### config.mk
export PLATFORM = sky130hd
export DESIGN_NAME = lce_req_link_top
export DESIGN_NICKNAME = d
export VERILOG_FILES = /design/src/lce_req_pkg.sv /design/src/cce_id_to_cord.sv /design/src/lce_req_encode.sv /design/src/wormhole_flit_tx.sv /design/src/wormhole_flit_rx.sv /design/src/lce_req_link_top.sv
export VERILOG_INCLUDE_DIRS = /design/src
export SDC_FILE = /design/constraint.sdc
export NUM_CORES = 1
export LEC_CHECK = 0
export ABC_AREA = 1
export ABC_CLOCK_PERIOD_IN_PS = 13800
export BUFFER_PORTS_ARGS = -buffer_cell sky130_fd_sc_hd__clkbuf_2
export CAP_MARGIN = 20
export CORE_ASPECT_RATIO = 0.75
export CORE_MARGIN = 4
export CORE_UTILIZATION = 35
export CTS_BUF_LIST = sky130_fd_sc_hd__clkbuf_4 sky130_fd_sc_hd__clkbuf_8
export CTS_CLUSTER_DIAMETER = 60
export DETAILED_ROUTE_END_ITERATION = 6
export HOLD_SLACK_MARGIN = 0.06
export PLACE_DENSITY = 0.5
export SLEW_MARGIN = 0
export SYNTH_ARGS = -nofsm -noshare
export SYNTH_HDL_FRONTEND = slang
export SYNTH_HIERARCHICAL = 1
export SYNTH_SLANG_ARGS = --single-unit
### constraint.sdc
create_clock -name clk_i -period 13.8 [get_ports clk_i]
set_clock_uncertainty 0.1 [all_clocks]
set_input_delay 2.76 -clock clk_i [delete_from_list [all_inputs] [get_ports clk_i]]
set_output_delay 2.76 -clock clk_i [all_outputs]
set_load 0.05 [all_outputs]
### src/lce_req_config.svh
`ifndef LCE_REQ_CONFIG_SVH
`define LCE_REQ_CONFIG_SVH

// Coherence id widths
`define LCE_REQ_CCE_ID_W 3
`define LCE_REQ_LCE_ID_W 3

// Request body widths
`define LCE_REQ_PADDR_W 20
`define LCE_REQ_DATA_W 32

// One flit on the wormhole link
`define LCE_REQ_FLIT_W 16

// Router coordinate with y above x
`define LCE_REQ_CORD_X_W 4
`define LCE_REQ_CORD_Y_W 3

// Concentrator id and length header fields
`define LCE_REQ_CID_W 1
`define LCE_REQ_LEN_W 3

// Mesh shape as seen by the CCE tiles
`define LCE_REQ_MESH_COLS 2
`define LCE_REQ_CCE_Y_ORIGIN 1

`endif

### src/lce_req_pkg.sv
`include "lce_req_config.svh"

package lce_req_pkg;

  typedef logic [`LCE_REQ_CCE_ID_W-1:0] cce_id_t;
  typedef logic [`LCE_REQ_LCE_ID_W-1:0] lce_id_t;
  typedef logic [`LCE_REQ_PADDR_W-1:0] paddr_t;
  typedef logic [`LCE_REQ_DATA_W-1:0] req_data_t;
  typedef logic [`LCE_REQ_FLIT_W-1:0] flit_t;
  typedef logic [`LCE_REQ_CORD_Y_W+`LCE_REQ_CORD_X_W-1:0] cord_t;
  typedef logic [`LCE_REQ_CID_W-1:0] cid_t;
  typedef logic [`LCE_REQ_LEN_W-1:0] len_t;

  typedef enum logic [1:0] {
    e_lce_req_rd,
    e_lce_req_wr,
    e_lce_req_uc_rd,
    e_lce_req_uc_wr
  } lce_req_type_e;

  // {data, addr, src, dst, type}
  typedef logic [59:0] lce_req_payload_t;

  // {payload, len, cid, cord}
  typedef logic [70:0] lce_req_packet_t;

  localparam int LCE_REQ_PACKET_W = 71;

  // Header without the data field fits in three flits
  localparam len_t LCE_REQ_SHORT_LEN = 3'd2;
  localparam len_t LCE_REQ_FULL_LEN = 3'd4;

  // Position of the length field inside a packet
  localparam int LCE_REQ_LEN_LSB = $bits(cord_t) + $bits(cid_t);

endpackage

### src/cce_id_to_cord.sv
`include "lce_req_config.svh"

module cce_id_to_cord
  import lce_req_pkg::*;
(
  input  cce_id_t cce_id_i,
  output cord_t   cord_o,
  output cid_t    cid_o
);

  localparam int TILE_W = `LCE_REQ_CCE_ID_W - `LCE_REQ_CID_W;

  logic [TILE_W-1:0]           tile;
  logic [`LCE_REQ_CORD_X_W-1:0] cord_x;
  logic [`LCE_REQ_CORD_Y_W-1:0] cord_y;

  // Two CCEs share a tile through the concentrator
  assign cid_o = cce_id_i[`LCE_REQ_CID_W-1:0];
  assign tile  = cce_id_i[`LCE_REQ_CCE_ID_W-1:`LCE_REQ_CID_W];

  // Tiles fill rows left to right starting at the CCE origin row
  assign cord_x = `LCE_REQ_CORD_X_W'(tile % `LCE_REQ_MESH_COLS);
  assign cord_y = `LCE_REQ_CORD_Y_W'(`LCE_REQ_CCE_Y_ORIGIN + tile / `LCE_REQ_MESH_COLS);

  assign cord_o = {cord_y, cord_x};

endmodule

### src/lce_req_encode.sv
module lce_req_encode
  import lce_req_pkg::*;
(
  input  lce_req_type_e   msg_type_i,
  input  lce_id_t         src_id_i,
  input  cce_id_t         dst_id_i,
  input  paddr_t          addr_i,
  input  req_data_t       data_i,
  output lce_req_packet_t packet_o
);

  lce_req_payload_t payload;
  cord_t            dst_cord;
  cid_t             dst_cid;
  len_t             pkt_len;

  cce_id_to_cord u_cord (
    .cce_id_i (dst_id_i),
    .cord_o   (dst_cord),
    .cid_o    (dst_cid)
  );

  // Data always sits at the top so short packets just stop early
  assign payload = {data_i, addr_i, src_id_i, dst_id_i, msg_type_i};

  // Only uncached writes carry data flits
  always_comb begin
    case (msg_type_i)
      e_lce_req_uc_wr: pkt_len = LCE_REQ_FULL_LEN;
      e_lce_req_rd,
      e_lce_req_wr,
      e_lce_req_uc_rd: pkt_len = LCE_REQ_SHORT_LEN;
      default:         pkt_len = LCE_REQ_SHORT_LEN;
    endcase
  end

  assign packet_o = {payload, pkt_len, dst_cid, dst_cord};

endmodule

### src/wormhole_flit_tx.sv
`include "lce_req_config.svh"

module wormhole_flit_tx
  import lce_req_pkg::*;
(
  input  logic            clk_i,
  input  logic            rst_n_i,
  input  lce_req_packet_t packet_i,
  input  logic            packet_v_i,
  output logic            packet_ready_o,
  output flit_t           link_flit_o,
  output logic            link_v_o,
  input  logic            link_ready_i
);

  localparam int MAX_FLITS = int'(LCE_REQ_FULL_LEN) + 1;
  localparam int EXT_W     = MAX_FLITS * `LCE_REQ_FLIT_W;
  localparam int SHORT_W   = LCE_REQ_PACKET_W - `LCE_REQ_DATA_W;

  typedef enum logic {
    e_idle,
    e_send
  } tx_state_e;

  tx_state_e       state_r;
  lce_req_packet_t packet_r;
  len_t            cnt_r;
  len_t            pkt_len;
  logic [EXT_W-1:0] packet_ext;
  logic [EXT_W-1:0] keep_mask;
  logic            accept;
  logic            flit_done;

  assign packet_ready_o = (state_r == e_idle);
  assign link_v_o       = (state_r == e_send);

  assign accept    = packet_v_i & packet_ready_o;
  assign flit_done = link_v_o & link_ready_i;

  // Length comes from the captured header
  assign pkt_len = packet_r[LCE_REQ_LEN_LSB +: `LCE_REQ_LEN_W];

  // Short packets end below the data field, so nothing above it goes out
  assign keep_mask = (pkt_len == LCE_REQ_FULL_LEN) ? {EXT_W{1'b1}}
                   : {{(EXT_W-SHORT_W){1'b0}}, {SHORT_W{1'b1}}};

  // Last slice reads zeros past the packet end
  assign packet_ext  = {{(EXT_W-LCE_REQ_PACKET_W){1'b0}}, packet_r} & keep_mask;
  assign link_flit_o = packet_ext[cnt_r*`LCE_REQ_FLIT_W +: `LCE_REQ_FLIT_W];

  always_ff @(posedge clk_i) begin
    if (accept) begin
      packet_r <= packet_i;
    end
  end

  always_ff @(posedge clk_i) begin
    if (!rst_n_i) begin
      state_r <= e_idle;
      cnt_r   <= '0;
    end else begin
      case (state_r)
        e_idle: begin
          if (accept) begin
            state_r <= e_send;
            cnt_r   <= '0;
          end
        end
        e_send: begin
          if (flit_done) begin
            if (cnt_r == pkt_len) begin
              state_r <= e_idle;
              cnt_r   <= '0;
            end else begin
              cnt_r <= cnt_r + 1'b1;
            end
          end
        end
        default: state_r <= e_idle;
      endcase
    end
  end

endmodule

### src/wormhole_flit_rx.sv
`include "lce_req_config.svh"

module wormhole_flit_rx
  import lce_req_pkg::*;
(
  input  logic          clk_i,
  input  logic          rst_n_i,
  input  flit_t         link_flit_i,
  input  logic          link_v_i,
  output logic          link_ready_o,
  output lce_req_type_e msg_type_o,
  output lce_id_t       src_id_o,
  output cce_id_t       dst_id_o,
  output paddr_t        addr_o,
  output req_data_t     data_o,
  output cord_t         cord_o,
  output cid_t          cid_o,
  output len_t          len_o,
  output logic          out_v_o,
  input  logic          out_yumi_i
);

  localparam int MAX_FLITS = int'(LCE_REQ_FULL_LEN) + 1;
  localparam int EXT_W     = MAX_FLITS * `LCE_REQ_FLIT_W;

  typedef enum logic [1:0] {
    e_header,
    e_body,
    e_full
  } rx_state_e;

  rx_state_e        state_r;
  lce_req_packet_t  packet_r;
  logic [EXT_W-1:0] packet_ext;
  logic [EXT_W-1:0] packet_n;
  len_t             cnt_r;
  len_t             hdr_len;
  len_t             pkt_len;
  logic             flit_take;
  lce_req_payload_t payload;
  logic [$bits(lce_req_type_e)-1:0] type_raw;

  assign link_ready_o = (state_r != e_full);
  assign out_v_o      = (state_r == e_full);
  assign flit_take    = link_v_i & link_ready_o;

  // Length read straight off the first flit, then from the stored header
  assign hdr_len = link_flit_i[LCE_REQ_LEN_LSB +: `LCE_REQ_LEN_W];
  assign pkt_len = packet_r[LCE_REQ_LEN_LSB +: `LCE_REQ_LEN_W];

  // Drop the incoming flit into its slice
  always_comb begin
    packet_ext = {{(EXT_W-LCE_REQ_PACKET_W){1'b0}}, packet_r};
    packet_n   = packet_ext;
    packet_n[cnt_r*`LCE_REQ_FLIT_W +: `LCE_REQ_FLIT_W] = link_flit_i;
  end

  // A new header wipes the register so unsent data reads as zero
  always_ff @(posedge clk_i) begin
    if (flit_take) begin
      if (state_r == e_header) begin
        packet_r <= LCE_REQ_PACKET_W'(link_flit_i);
      end else begin
        packet_r <= packet_n[LCE_REQ_PACKET_W-1:0];
      end
    end
  end

  always_ff @(posedge clk_i) begin
    if (!rst_n_i) begin
      state_r <= e_header;
      cnt_r   <= '0;
    end else begin
      case (state_r)
        e_header: begin
          if (flit_take) begin
            cnt_r   <= 3'd1;
            state_r <= (hdr_len == '0) ? e_full : e_body;
          end
        end
        e_body: begin
          if (flit_take) begin
            cnt_r <= cnt_r + 1'b1;
            if (cnt_r == pkt_len) begin
              state_r <= e_full;
            end
          end
        end
        e_full: begin
          // Hold the packet until the consumer takes it
          if (out_yumi_i) begin
            state_r <= e_header;
            cnt_r   <= '0;
          end
        end
        default: state_r <= e_header;
      endcase
    end
  end

  assign {payload, len_o, cid_o, cord_o} = packet_r;
  assign {data_o, addr_o, src_id_o, dst_id_o, type_raw} = payload;
  assign msg_type_o = lce_req_type_e'(type_raw);

endmodule

### src/lce_req_link_top.sv
module lce_req_link_top
  import lce_req_pkg::*;
(
  input  logic          clk_i,
  input  logic          rst_n_i,
  input  logic          req_v_i,
  output logic          req_ready_o,
  input  lce_req_type_e msg_type_i,
  input  lce_id_t       src_id_i,
  input  cce_id_t       dst_id_i,
  input  paddr_t        addr_i,
  input  req_data_t     data_i,
  output lce_req_type_e msg_type_o,
  output lce_id_t       src_id_o,
  output cce_id_t       dst_id_o,
  output paddr_t        addr_o,
  output req_data_t     data_o,
  output cord_t         cord_o,
  output cid_t          cid_o,
  output len_t          len_o,
  output logic          out_v_o,
  input  logic          out_yumi_i
);

  lce_req_packet_t req_packet;

  // Internal wormhole link
  flit_t link_flit;
  logic  link_v;
  logic  link_ready;

  lce_req_encode u_encode (
    .msg_type_i (msg_type_i),
    .src_id_i   (src_id_i),
    .dst_id_i   (dst_id_i),
    .addr_i     (addr_i),
    .data_i     (data_i),
    .packet_o   (req_packet)
  );

  wormhole_flit_tx u_tx (
    .clk_i          (clk_i),
    .rst_n_i        (rst_n_i),
    .packet_i       (req_packet),
    .packet_v_i     (req_v_i),
    .packet_ready_o (req_ready_o),
    .link_flit_o    (link_flit),
    .link_v_o       (link_v),
    .link_ready_i   (link_ready)
  );

  wormhole_flit_rx u_rx (
    .clk_i        (clk_i),
    .rst_n_i      (rst_n_i),
    .link_flit_i  (link_flit),
    .link_v_i     (link_v),
    .link_ready_o (link_ready),
    .msg_type_o   (msg_type_o),
    .src_id_o     (src_id_o),
    .dst_id_o     (dst_id_o),
    .addr_o       (addr_o),
    .data_o       (data_o),
    .cord_o       (cord_o),
    .cid_o        (cid_o),
    .len_o        (len_o),
    .out_v_o      (out_v_o),
    .out_yumi_i   (out_yumi_i)
  );

endmodule

After elaboration in Yosys (flattened, before gate mapping)
Index checks and enable logic that the tools add are counted.
W data, S select, Z words.
{"block": "classes", "n_addsub": 4, "reduce_logical": 8, "bitwise_logic": 4, "shifts": 3, "eq_ne": 15, "mux": 22}
{"op": "$and A71 B80 Y80", "count": 1}
{"op": "$bwmux W80", "count": 1}
{"op": "$mux W80", "count": 1}
{"op": "$shift A16 B34 Y80 const A", "count": 1}
{"op": "$shiftx A16 B34 Y80", "count": 1}
{"op": "$shiftx A80 B8 Y16", "count": 1}
{"op": "$neg A7 Y34", "count": 1}
{"op": "$mux W3", "count": 6}
{"op": "$mux W16", "count": 1}
{"op": "$pmux W3 S2", "count": 2}
{"op": "$mux W2", "count": 5}
{"op": "$ne A2 B1 Y1 const B", "count": 5}
{"op": "$pmux W3 S3", "count": 1}
{"op": "$reduce_and A4 Y1", "count": 2}
{"op": "$add A3 B1 Y3 const B", "count": 2}
{"op": "$eq A2 B2 Y1 const B", "count": 3}
{"op": "$eq A3 B3 Y1", "count": 2}
{"op": "$pmux W2 S3", "count": 1}
{"op": "$eq A2 B1 Y1 const B", "count": 2}
{"op": "$logic_not A2 Y1", "count": 2}
{"op": "$ne A2 B2 Y1 const B", "count": 2}
{"op": "$eq A3 B3 Y1 const B", "count": 1}
{"op": "$logic_not A3 Y1", "count": 1}
{"op": "$mux W1", "count": 3}
{"op": "other kinds (7)", "count": 8}
{"block": "word_totals", "in_bits": 64, "register_bits": 148, "out_inout_bits": 73}

Depth between registers and ports, before layout
Gate-level depths: netlist (run 1).
{"block": "logic_depth", "word_depth": 8, "mapped_depth": 13, "depth_no_buf": 11}

By module
The synthesis (run 1) kept the hierarchy.
{"mod": "wormhole_flit_rx", "cells_each": 392, "instances": 1, "area_each_um2": 3881.2}
{"mod": "wormhole_flit_tx", "cells_each": 277, "instances": 1, "area_each_um2": 3136.8}
{"mod": "lce_req_encode", "cells_each": 65, "instances": 1, "area_each_um2": 479.2}
{"mod": "cce_id_to_cord", "cells_each": 9, "instances": 1, "area_each_um2": 60.1}

Worst setup path after synthesis (run 1)
No wires, ideal clock.
{"block": "synth_path", "path_kind": "input-to-reg", "start": "input port req_v_i", "end": "register u_tx.cnt_r[0]", "setup_ns": 0.125, "path_buffers": 0, "path_slack_ns": 7.145, "cell_stages": 5, "t_arrival_ns": 6.430, "cell_sequence": "inv_1 > nor2_1 > nor2_1 > o21ai_0 > a21oi_1"}
{"block": "synth_between", "elab_chain_len": 3}
{"item": "start: declaration", "line": "lce_req_link_top.sv:6", "rtl": "input logic req_v_i,"}
{"item": "$and A1 B1 Y1", "line": "wormhole_flit_tx.sv:37", "rtl": "assign accept = packet_v_i & packet_ready_o;"}
{"item": "named net u_tx.accept", "line": "wormhole_flit_tx.sv:31", "rtl": "logic accept;"}
{"item": "$ne A2 B2 Y1 (no line)"}
{"item": "$reduce_and A2 Y1 (no line)"}
{"item": "end signal: assignment", "line": "wormhole_flit_tx.sv:75", "rtl": "cnt_r <= cnt_r + 1'b1;"}
{"item": "end: declaration", "line": "wormhole_flit_tx.sv:27", "rtl": "len_t cnt_r;"}
The timed path passes the listed nets, and every way through them passes these cells.
A chain may end at the register's enable or synchronous reset.

Worst setup path in the final report (run 1)
{"block": "layout_path", "start": "register u_rx.state_r[0]", "end": "output port out_v_o"}
{"block": "layout_between", "elab_chain_len": 1}
{"item": "start: declaration", "line": "wormhole_flit_rx.sv:32", "rtl": "rx_state_e state_r;"}
{"item": "start signal: assignment", "line": "wormhole_flit_rx.sv:71", "rtl": "state_r <= e_header;"}
{"item": "start signal: assignment", "line": "wormhole_flit_rx.sv:78", "rtl": "state_r <= (hdr_len == '0) ? e_full : e_body;"}
{"item": "start signal: assignment", "line": "wormhole_flit_rx.sv:85", "rtl": "state_r <= e_full;"}
{"item": "$eq A2 B2 Y1", "line": "wormhole_flit_rx.sv:44", "rtl": "assign out_v_o = (state_r == e_full);"}
{"item": "end: declaration", "line": "lce_req_link_top.sv:21", "rtl": "output logic out_v_o,"}
Every way passes these cells.

==> results of run 1 <==
layout make-up:
cell class	instances	area, µm²
flip-flops and latches	151	4444
multi-input cells	440	2202
clock inverters	13	145.1
fillers	2210	12860
inverters	54	212.7
clock buffers	18	241.5
well taps	288	360.3
repair buffers	141	718.2
layer usage:
metal | vias to the layer above | wire, µm | GRT usage
met5 | - | 0 | 0
met4 | 0 | 235 | 0.04208
met3 | 14 | 1162 | 0.03906
met2 | 175 | 7875 | 0.2199
met1 | 2487 | 9314 | 0.2349
li1 | 2589 | - | -
path summary, 6_finish.rpt:
check                endpoint  cells after the start  slack (ns)
max                   out_v_o                      3        9.58
min           u_rx/state_r[1]                      2        0.41
max reg2reg  u_rx/packet_r[9]                      6       10.78
min reg2reg   u_rx/state_r[1]                      2        0.41
power breakdown:
part	switching, mW	internal (mW)	total (mW)
combinational	0.523	0.152	0.675
clock	0.178	0.163	0.341
sequential	0.0417	0.618	0.659
logic make-up (layout without fill, tap and decap cells):
| kind of cell | Yosys count | after routing | share of synthesized area |
|---|---|---|---|
| xor+xnor | 1 | 1 | 0.001159 |
| flops | 151 | 151 | 0.5881 |
| buf+inv | 155 | 226 | 0.1230 |
| fa+ha+maj | 11 | 11 | 0.01821 |
| compound gates | 117 | 117 | 0.08527 |
| simple gates | 306 | 306 | 0.1833 |
| other cells | 2 | 5 | 0.0009937 |
cell usage in the layout, fill, tap and decap left out, types with 10 or more instances in the layout:
master    count
a21oi_1      41
a31oi_1      12
clkbuf_2    136
clkbuf_8     17
edfxtp_1    142
ha_1         11
inv_1        46
nand2_1     116
nand3_1      34
nor2_1       93
nor2_2       10
nor3_1       31
o21ai_0      55
registers in the layout, indices dropped and copies added, names as in the netlist:
name           cells
u_rx/packet_r     71
u_tx/packet_r     71
u_rx/cnt_r         3
u_tx/cnt_r         3
u_rx/state_r       2
u_tx/link_v_o      1
metrics by stage:
stage                 util  std cells  instance area, µm²  power, mW
floorplan                -        746                7569      1.199
global placement    0.3748       1074                7938      1.353
detailed placement  0.3748       1074                7938      1.350
CTS                 0.3930       1105                8324      1.696
global route        0.3930       1105                8324      1.782
finish              0.3930       1105                8324      1.675
worst max-delay path, cell delays in order (launching register included):
cell	delay, ns
dfxtp_1	0.33
inv_1	0.08
ha_1	0.21
clkbuf_2	0.30
==> flow_summary_export.csv, run 1 <==
group,metric,value,unit
worst_setup_path,cp_max_fo,3,
synth,synth_warnings,6,
clocking,htree_levels,4,
global_route,grt_pass1_vias,4978,
sta,tightest_slew,0.9516,ns
placed_design,dp_hpwl,13.10,mm
floorplan,rows,46,
worst_setup_path,critical_path.endpoint_type,"primary output",
flow_run,maxCapViolCount,0,
placed_design,io_buffer_count,136,
sta,final_hold_viol_count,0,
synth,yosysTopAreaCellShare,0.5642,
sta,timing.hold.ws,0.4086,ns
routing,drtPass1Iterations,5,
floorplan,io_pins,137,
sta,setup_violations,0,
worst_setup_path,critical_path_class,"flip-flop to primary output",
global_route,grt_max_degree,73,
synth,synth_edf_count,142,
clocking,ctsHoldBuffers,0,
clocking,clk_pin_slew,0.08,ns
placed_design,dp_slack,9.408,ns
synth,ys_ff_latch,151,
routing,viasPerCell,4.765,
power,ir_worst_vdd,73.95,µV
sta,max_freq,237.1,MHz
finish,n_antenna_cell,0,
clocking,cts_buffers,17,
floorplan,die_w,177.7,µm
floorplan,dieArea,0.02403,mm²
clocking,cts-root-buf,"clkbuf_8",
routing,drc,0,
clocking,clkLatencyLatePin,0.45,ns
finish,num-nets-final,880,
sta,setup_tns,0,ns
clocking,cts-resized-gates,0,
finish,drive_above_1_share,0.2497,
floorplan,start_util,0.3568,
power,leakage,3.390,nW
synth,ys_seq_area_frac,0.5881,
synth,synth_cell_types,32,
sta,worst_slack,9.583,ns
clocking,cts_sinks,151,
finish,area_growth_syn_to_layout,10.15,%
worst_hold_path,hold_path.class,"flip-flop to flip-flop",
synth,synthTopCellsByCount,"edfxtp_1 (142), nand2_1 (116), nor2_1 (94)",
worst_setup_path,setup.worst_path.start,"u_rx/state_r[0]",
synth,syn_area_per_cell,10.17,µm²
synth,yosysMostFrequentCell,"edfxtp_1",
synth,synthTopCellsByArea,"edfxtp_1 (56%), buf_4 (7.8%), nand2_1 (5.8%)",
clocking,clockBufferDepth,2,
status,status,"finished clean",
routing,drt_iter0_drc,475,
synth,synthesis.area,0.007557,mm²
sta,slew_headroom,0.3649,
worst_setup_path,cp_data_required_time,10.94,ns
synth,async_reset_ff_frac,0,
worst_hold_path,worstHoldStart,"u_rx/state_r[1]",
routing,routed_wirelength,18.59,mm
power,p_per_area,201.2,mW/mm²
synth,synth_top_area_cell,"edfxtp_1",
global_route,grt_overflow,0,
clocking,cts_tree,"built",
sta,finalCritPeriodShare,0.3056,
global_route,antenna_found_initial,0,
synth,syn_inst,743,
routing,wire_per_inst,16.82,µm
placed_design,gp_congestion,0.7867,
global_route,track_usage,0.1550,
worst_setup_path,crit_arrival,1.36,ns
routing,ant_nets,0,
floorplan,core_area,0.02118,mm²
worst_setup_path,worst_setup_path_start_kind,"flip-flop",
floorplan,dieHeight,135.3,µm
clocking,post_cts.repair.setup_buffers,0,
global_route,grt_pass1_wl,28.44,mm
sta,layout_min_cycle_time,4.217,ns
sta,rsz0062_at_grt,"false",
worst_setup_path,timing.rr.start,"u_rx/cnt_r[1]",
routing,vias,5265,
sta,finalMaxSlewViolations,0,
synth,ys.flop_type,"edfxtp_1",
Note: power is estimated with default switching activity, not from simulation.
==> run 2: changes to the inputs <==
--- a/config.mk
+++ b/config.mk
@@ -7,7 +7,7 @@
 export NUM_CORES = 1
 export LEC_CHECK = 0
 export ABC_AREA = 1
-export ABC_CLOCK_PERIOD_IN_PS = 13800
+export ABC_CLOCK_PERIOD_IN_PS = 3850
 export BUFFER_PORTS_ARGS = -buffer_cell sky130_fd_sc_hd__clkbuf_2
 export CAP_MARGIN = 20
 export CORE_ASPECT_RATIO = 0.75
@@ -17,7 +17,7 @@
 export CTS_CLUSTER_DIAMETER = 60
 export DETAILED_ROUTE_END_ITERATION = 6
 export HOLD_SLACK_MARGIN = 0.06
-export PLACE_DENSITY = 0.5
+export PLACE_DENSITY = 0.52
 export SLEW_MARGIN = 0
 export SYNTH_ARGS = -nofsm -noshare
 export SYNTH_HDL_FRONTEND = slang
==> constraint.sdc (replaced) <==
create_clock -name clk_i -period 3.85 [get_ports clk_i]
set_clock_uncertainty 0.1 [all_clocks]
set_input_delay 0.77 -clock clk_i [delete_from_list [all_inputs] [get_ports clk_i]]
set_output_delay 0.77 -clock clk_i [all_outputs]
set_load 0.05 [all_outputs]
==> flow_summary_export.csv, run 2 (same netlist as run 1, synthesis figures left out) <==
group,metric,value,unit
floorplan,core_area,0.02118,mm²
finish,seqCellArea,0.004444,mm²
routing,ant_nets,0,
clocking,cts-root-buf,"clkbuf_8",
clocking,cts_buffers,17,
finish,reg_top3,"u_rx/packet_r (71), u_tx/packet_r (71)",
sta,tightest_slew,0.8969,ns
routing,drc,0,
routing,drt_iter0_drc,499,
sta,setup_tns,0,ns
routing,vias,5296,
power,ir_worst_vdd,257.0,µV
sta,final_hold_viol_count,0,
clocking,clkLatencyLatePin,0.45,ns
sta,finalCritPeriodShare,0.7331,
routing,wire_per_inst,17.41,µm
global_route,grt_overflow,0,
floorplan,io_pins,137,
finish,n_antenna_cell,0,
global_route,track_usage,0.1637,
placed_design,dp_hpwl,13.94,mm
finish,final_common_cell,"edfxtp_1",
placed_design,io_buffer_count,136,
worst_hold_path,worstHoldStart,"addr_i[19]",
sta,layout_min_cycle_time,2.822,ns
sta,slew_headroom,0.3975,
clocking,cts_tree,"built",
routing,drtPass1Iterations,5,
worst_setup_path,cp_data_required_time,3.82,ns
finish,nFillCells,2156,
floorplan,dieHeight,135.3,µm
finish,layout_common_cells,"edfxtp_1 (142), clkbuf_2 (136), nand2_1 (116), nor2_1 (93), o21ai_0 (55)",
floorplan,die_w,177.7,µm
worst_setup_path,cp_max_fo,17,
finish,num-nets-final,883,
finish,area_growth_syn_to_layout,11.08,%
power,p_per_area,730.5,mW/mm²
status,status,"finished clean",
routing,viasPerCell,4.775,
floorplan,start_util,0.3568,
clocking,htree_levels,4,
worst_setup_path,worst_setup_path_start_kind,"flip-flop",
routing,routed_wirelength,19.31,mm
clocking,cts-resized-gates,0,
clocking,cts_sinks,151,
global_route,grt_max_degree,73,
sta,timing.hold.ws,0.3891,ns
sta,finalMaxSlewViolations,0,
clocking,post_cts.repair.setup_buffers,0,
power,power.share.switching,0.4391,
worst_setup_path,crit_arrival,2.79,ns
power,switchingPower,2.693,mW
global_route,grt_pass1_wl,29.67,mm
placed_design,gp_congestion,0.8523,
power,leakage,3.435,nW
global_route,grt_pass1_vias,5091,
worst_setup_path,setup.worst_path.start,"u_rx/cnt_r[1]",
finish,drive_above_1_share,0.2546,
flow_run,maxCapViolCount,0,
sta,setup_violations,0,
clocking,clockBufferDepth,2,
worst_hold_path,hold_path.class,"primary input to flip-flop",
finish,multi_input_comb_area,0.002202,mm²
worst_setup_path,critical_path_class,"flip-flop to flip-flop",
floorplan,rows,46,
clocking,ctsHoldBuffers,0,
power,p_clk_frac,0.213,
global_route,antenna_found_initial,0,
worst_setup_path,timing.rr.start,"u_rx/cnt_r[1]",
power,p_int,3.440,mW
power,power,6.132,mW
clocking,clk_pin_slew,0.09,ns
sta,max_freq,354.3,MHz
sta,rsz0062_at_grt,"false",
floorplan,dieArea,0.02403,mm²
power,p_seq_frac,0.390,
power,pwr-share-comb,0.397,
worst_setup_path,critical_path.endpoint_type,"flip-flop",
[run 2: cell count changes in the layout (fill, tap and decap cells not counted), moves of 2 or more]
cell,delta
clkinvlp_4,-2
clkinv_4,+2
inv_6,-2
buf_4,+2
[run 2: final cells by class]
class | instances | area share
Tap cell | 288 | 0.04293
Sequential cell | 151 | 0.5294
Inverter | 54 | 0.02534
Multi-Input combinational cell | 440 | 0.2623
Clock inverter | 13 | 0.02057
Timing Repair Buffer | 144 | 0.08973
Clock buffer | 19 | 0.02966
[run 2: routing by layer]
layer	part of all wire	track usage	vias up	wire length, µm
li1	-	-	2602	-
met1	0.50	0.2482	2506	9600
met2	0.43	0.2317	181	8245
met3	0.070	0.04911	7	1348
met4	0.0057	0.03349	0	110
met5	0	0	-	0
[run 2: path summary, 6_finish.rpt]
path	cells after the start	endpoint	slack, ns
max	6	u_rx/packet_r[11]	1.03
min	1	u_tx/packet_r[38]	0.39
max reg2reg	6	u_rx/packet_r[11]	1.03
min reg2reg	2	u_rx/state_r[1]	0.43
[run 2: power groups by stage]
stage                     sequential [mW]  combinational, mW  clock, mW
after floorplan                      3.05               1.25          0
after global placement               2.43               2.42          0
after detailed placement             2.43               2.44          0
after CTS                            2.39               2.45       1.35
after global routing                 2.42               2.65       1.43
final                                2.39               2.43       1.31
[run 2: stage by stage]
step	instances	util	cell area, µm²	worst slack (ns)
2_1_floorplan	746	-	7571	0.4883
5_1_grt	1109	0.3963	8394	0.7820
3_5_place_dp	1077	0.3764	7973	1.065
3_3_place_gp	1077	0.3764	7973	1.133
6_report	1109	0.3963	8394	1.028
4_1_cts	1109	0.3963	8394	1.023
[run 2: worst max-delay path: stages (launching register included)]
cell and delay (ns):
dfxtp_1 0.43, inv_1 0.15, ha_1 0.23, ha_1 0.44
nor3_4 0.26, a21oi_4 0.18, nor2_2 0.64
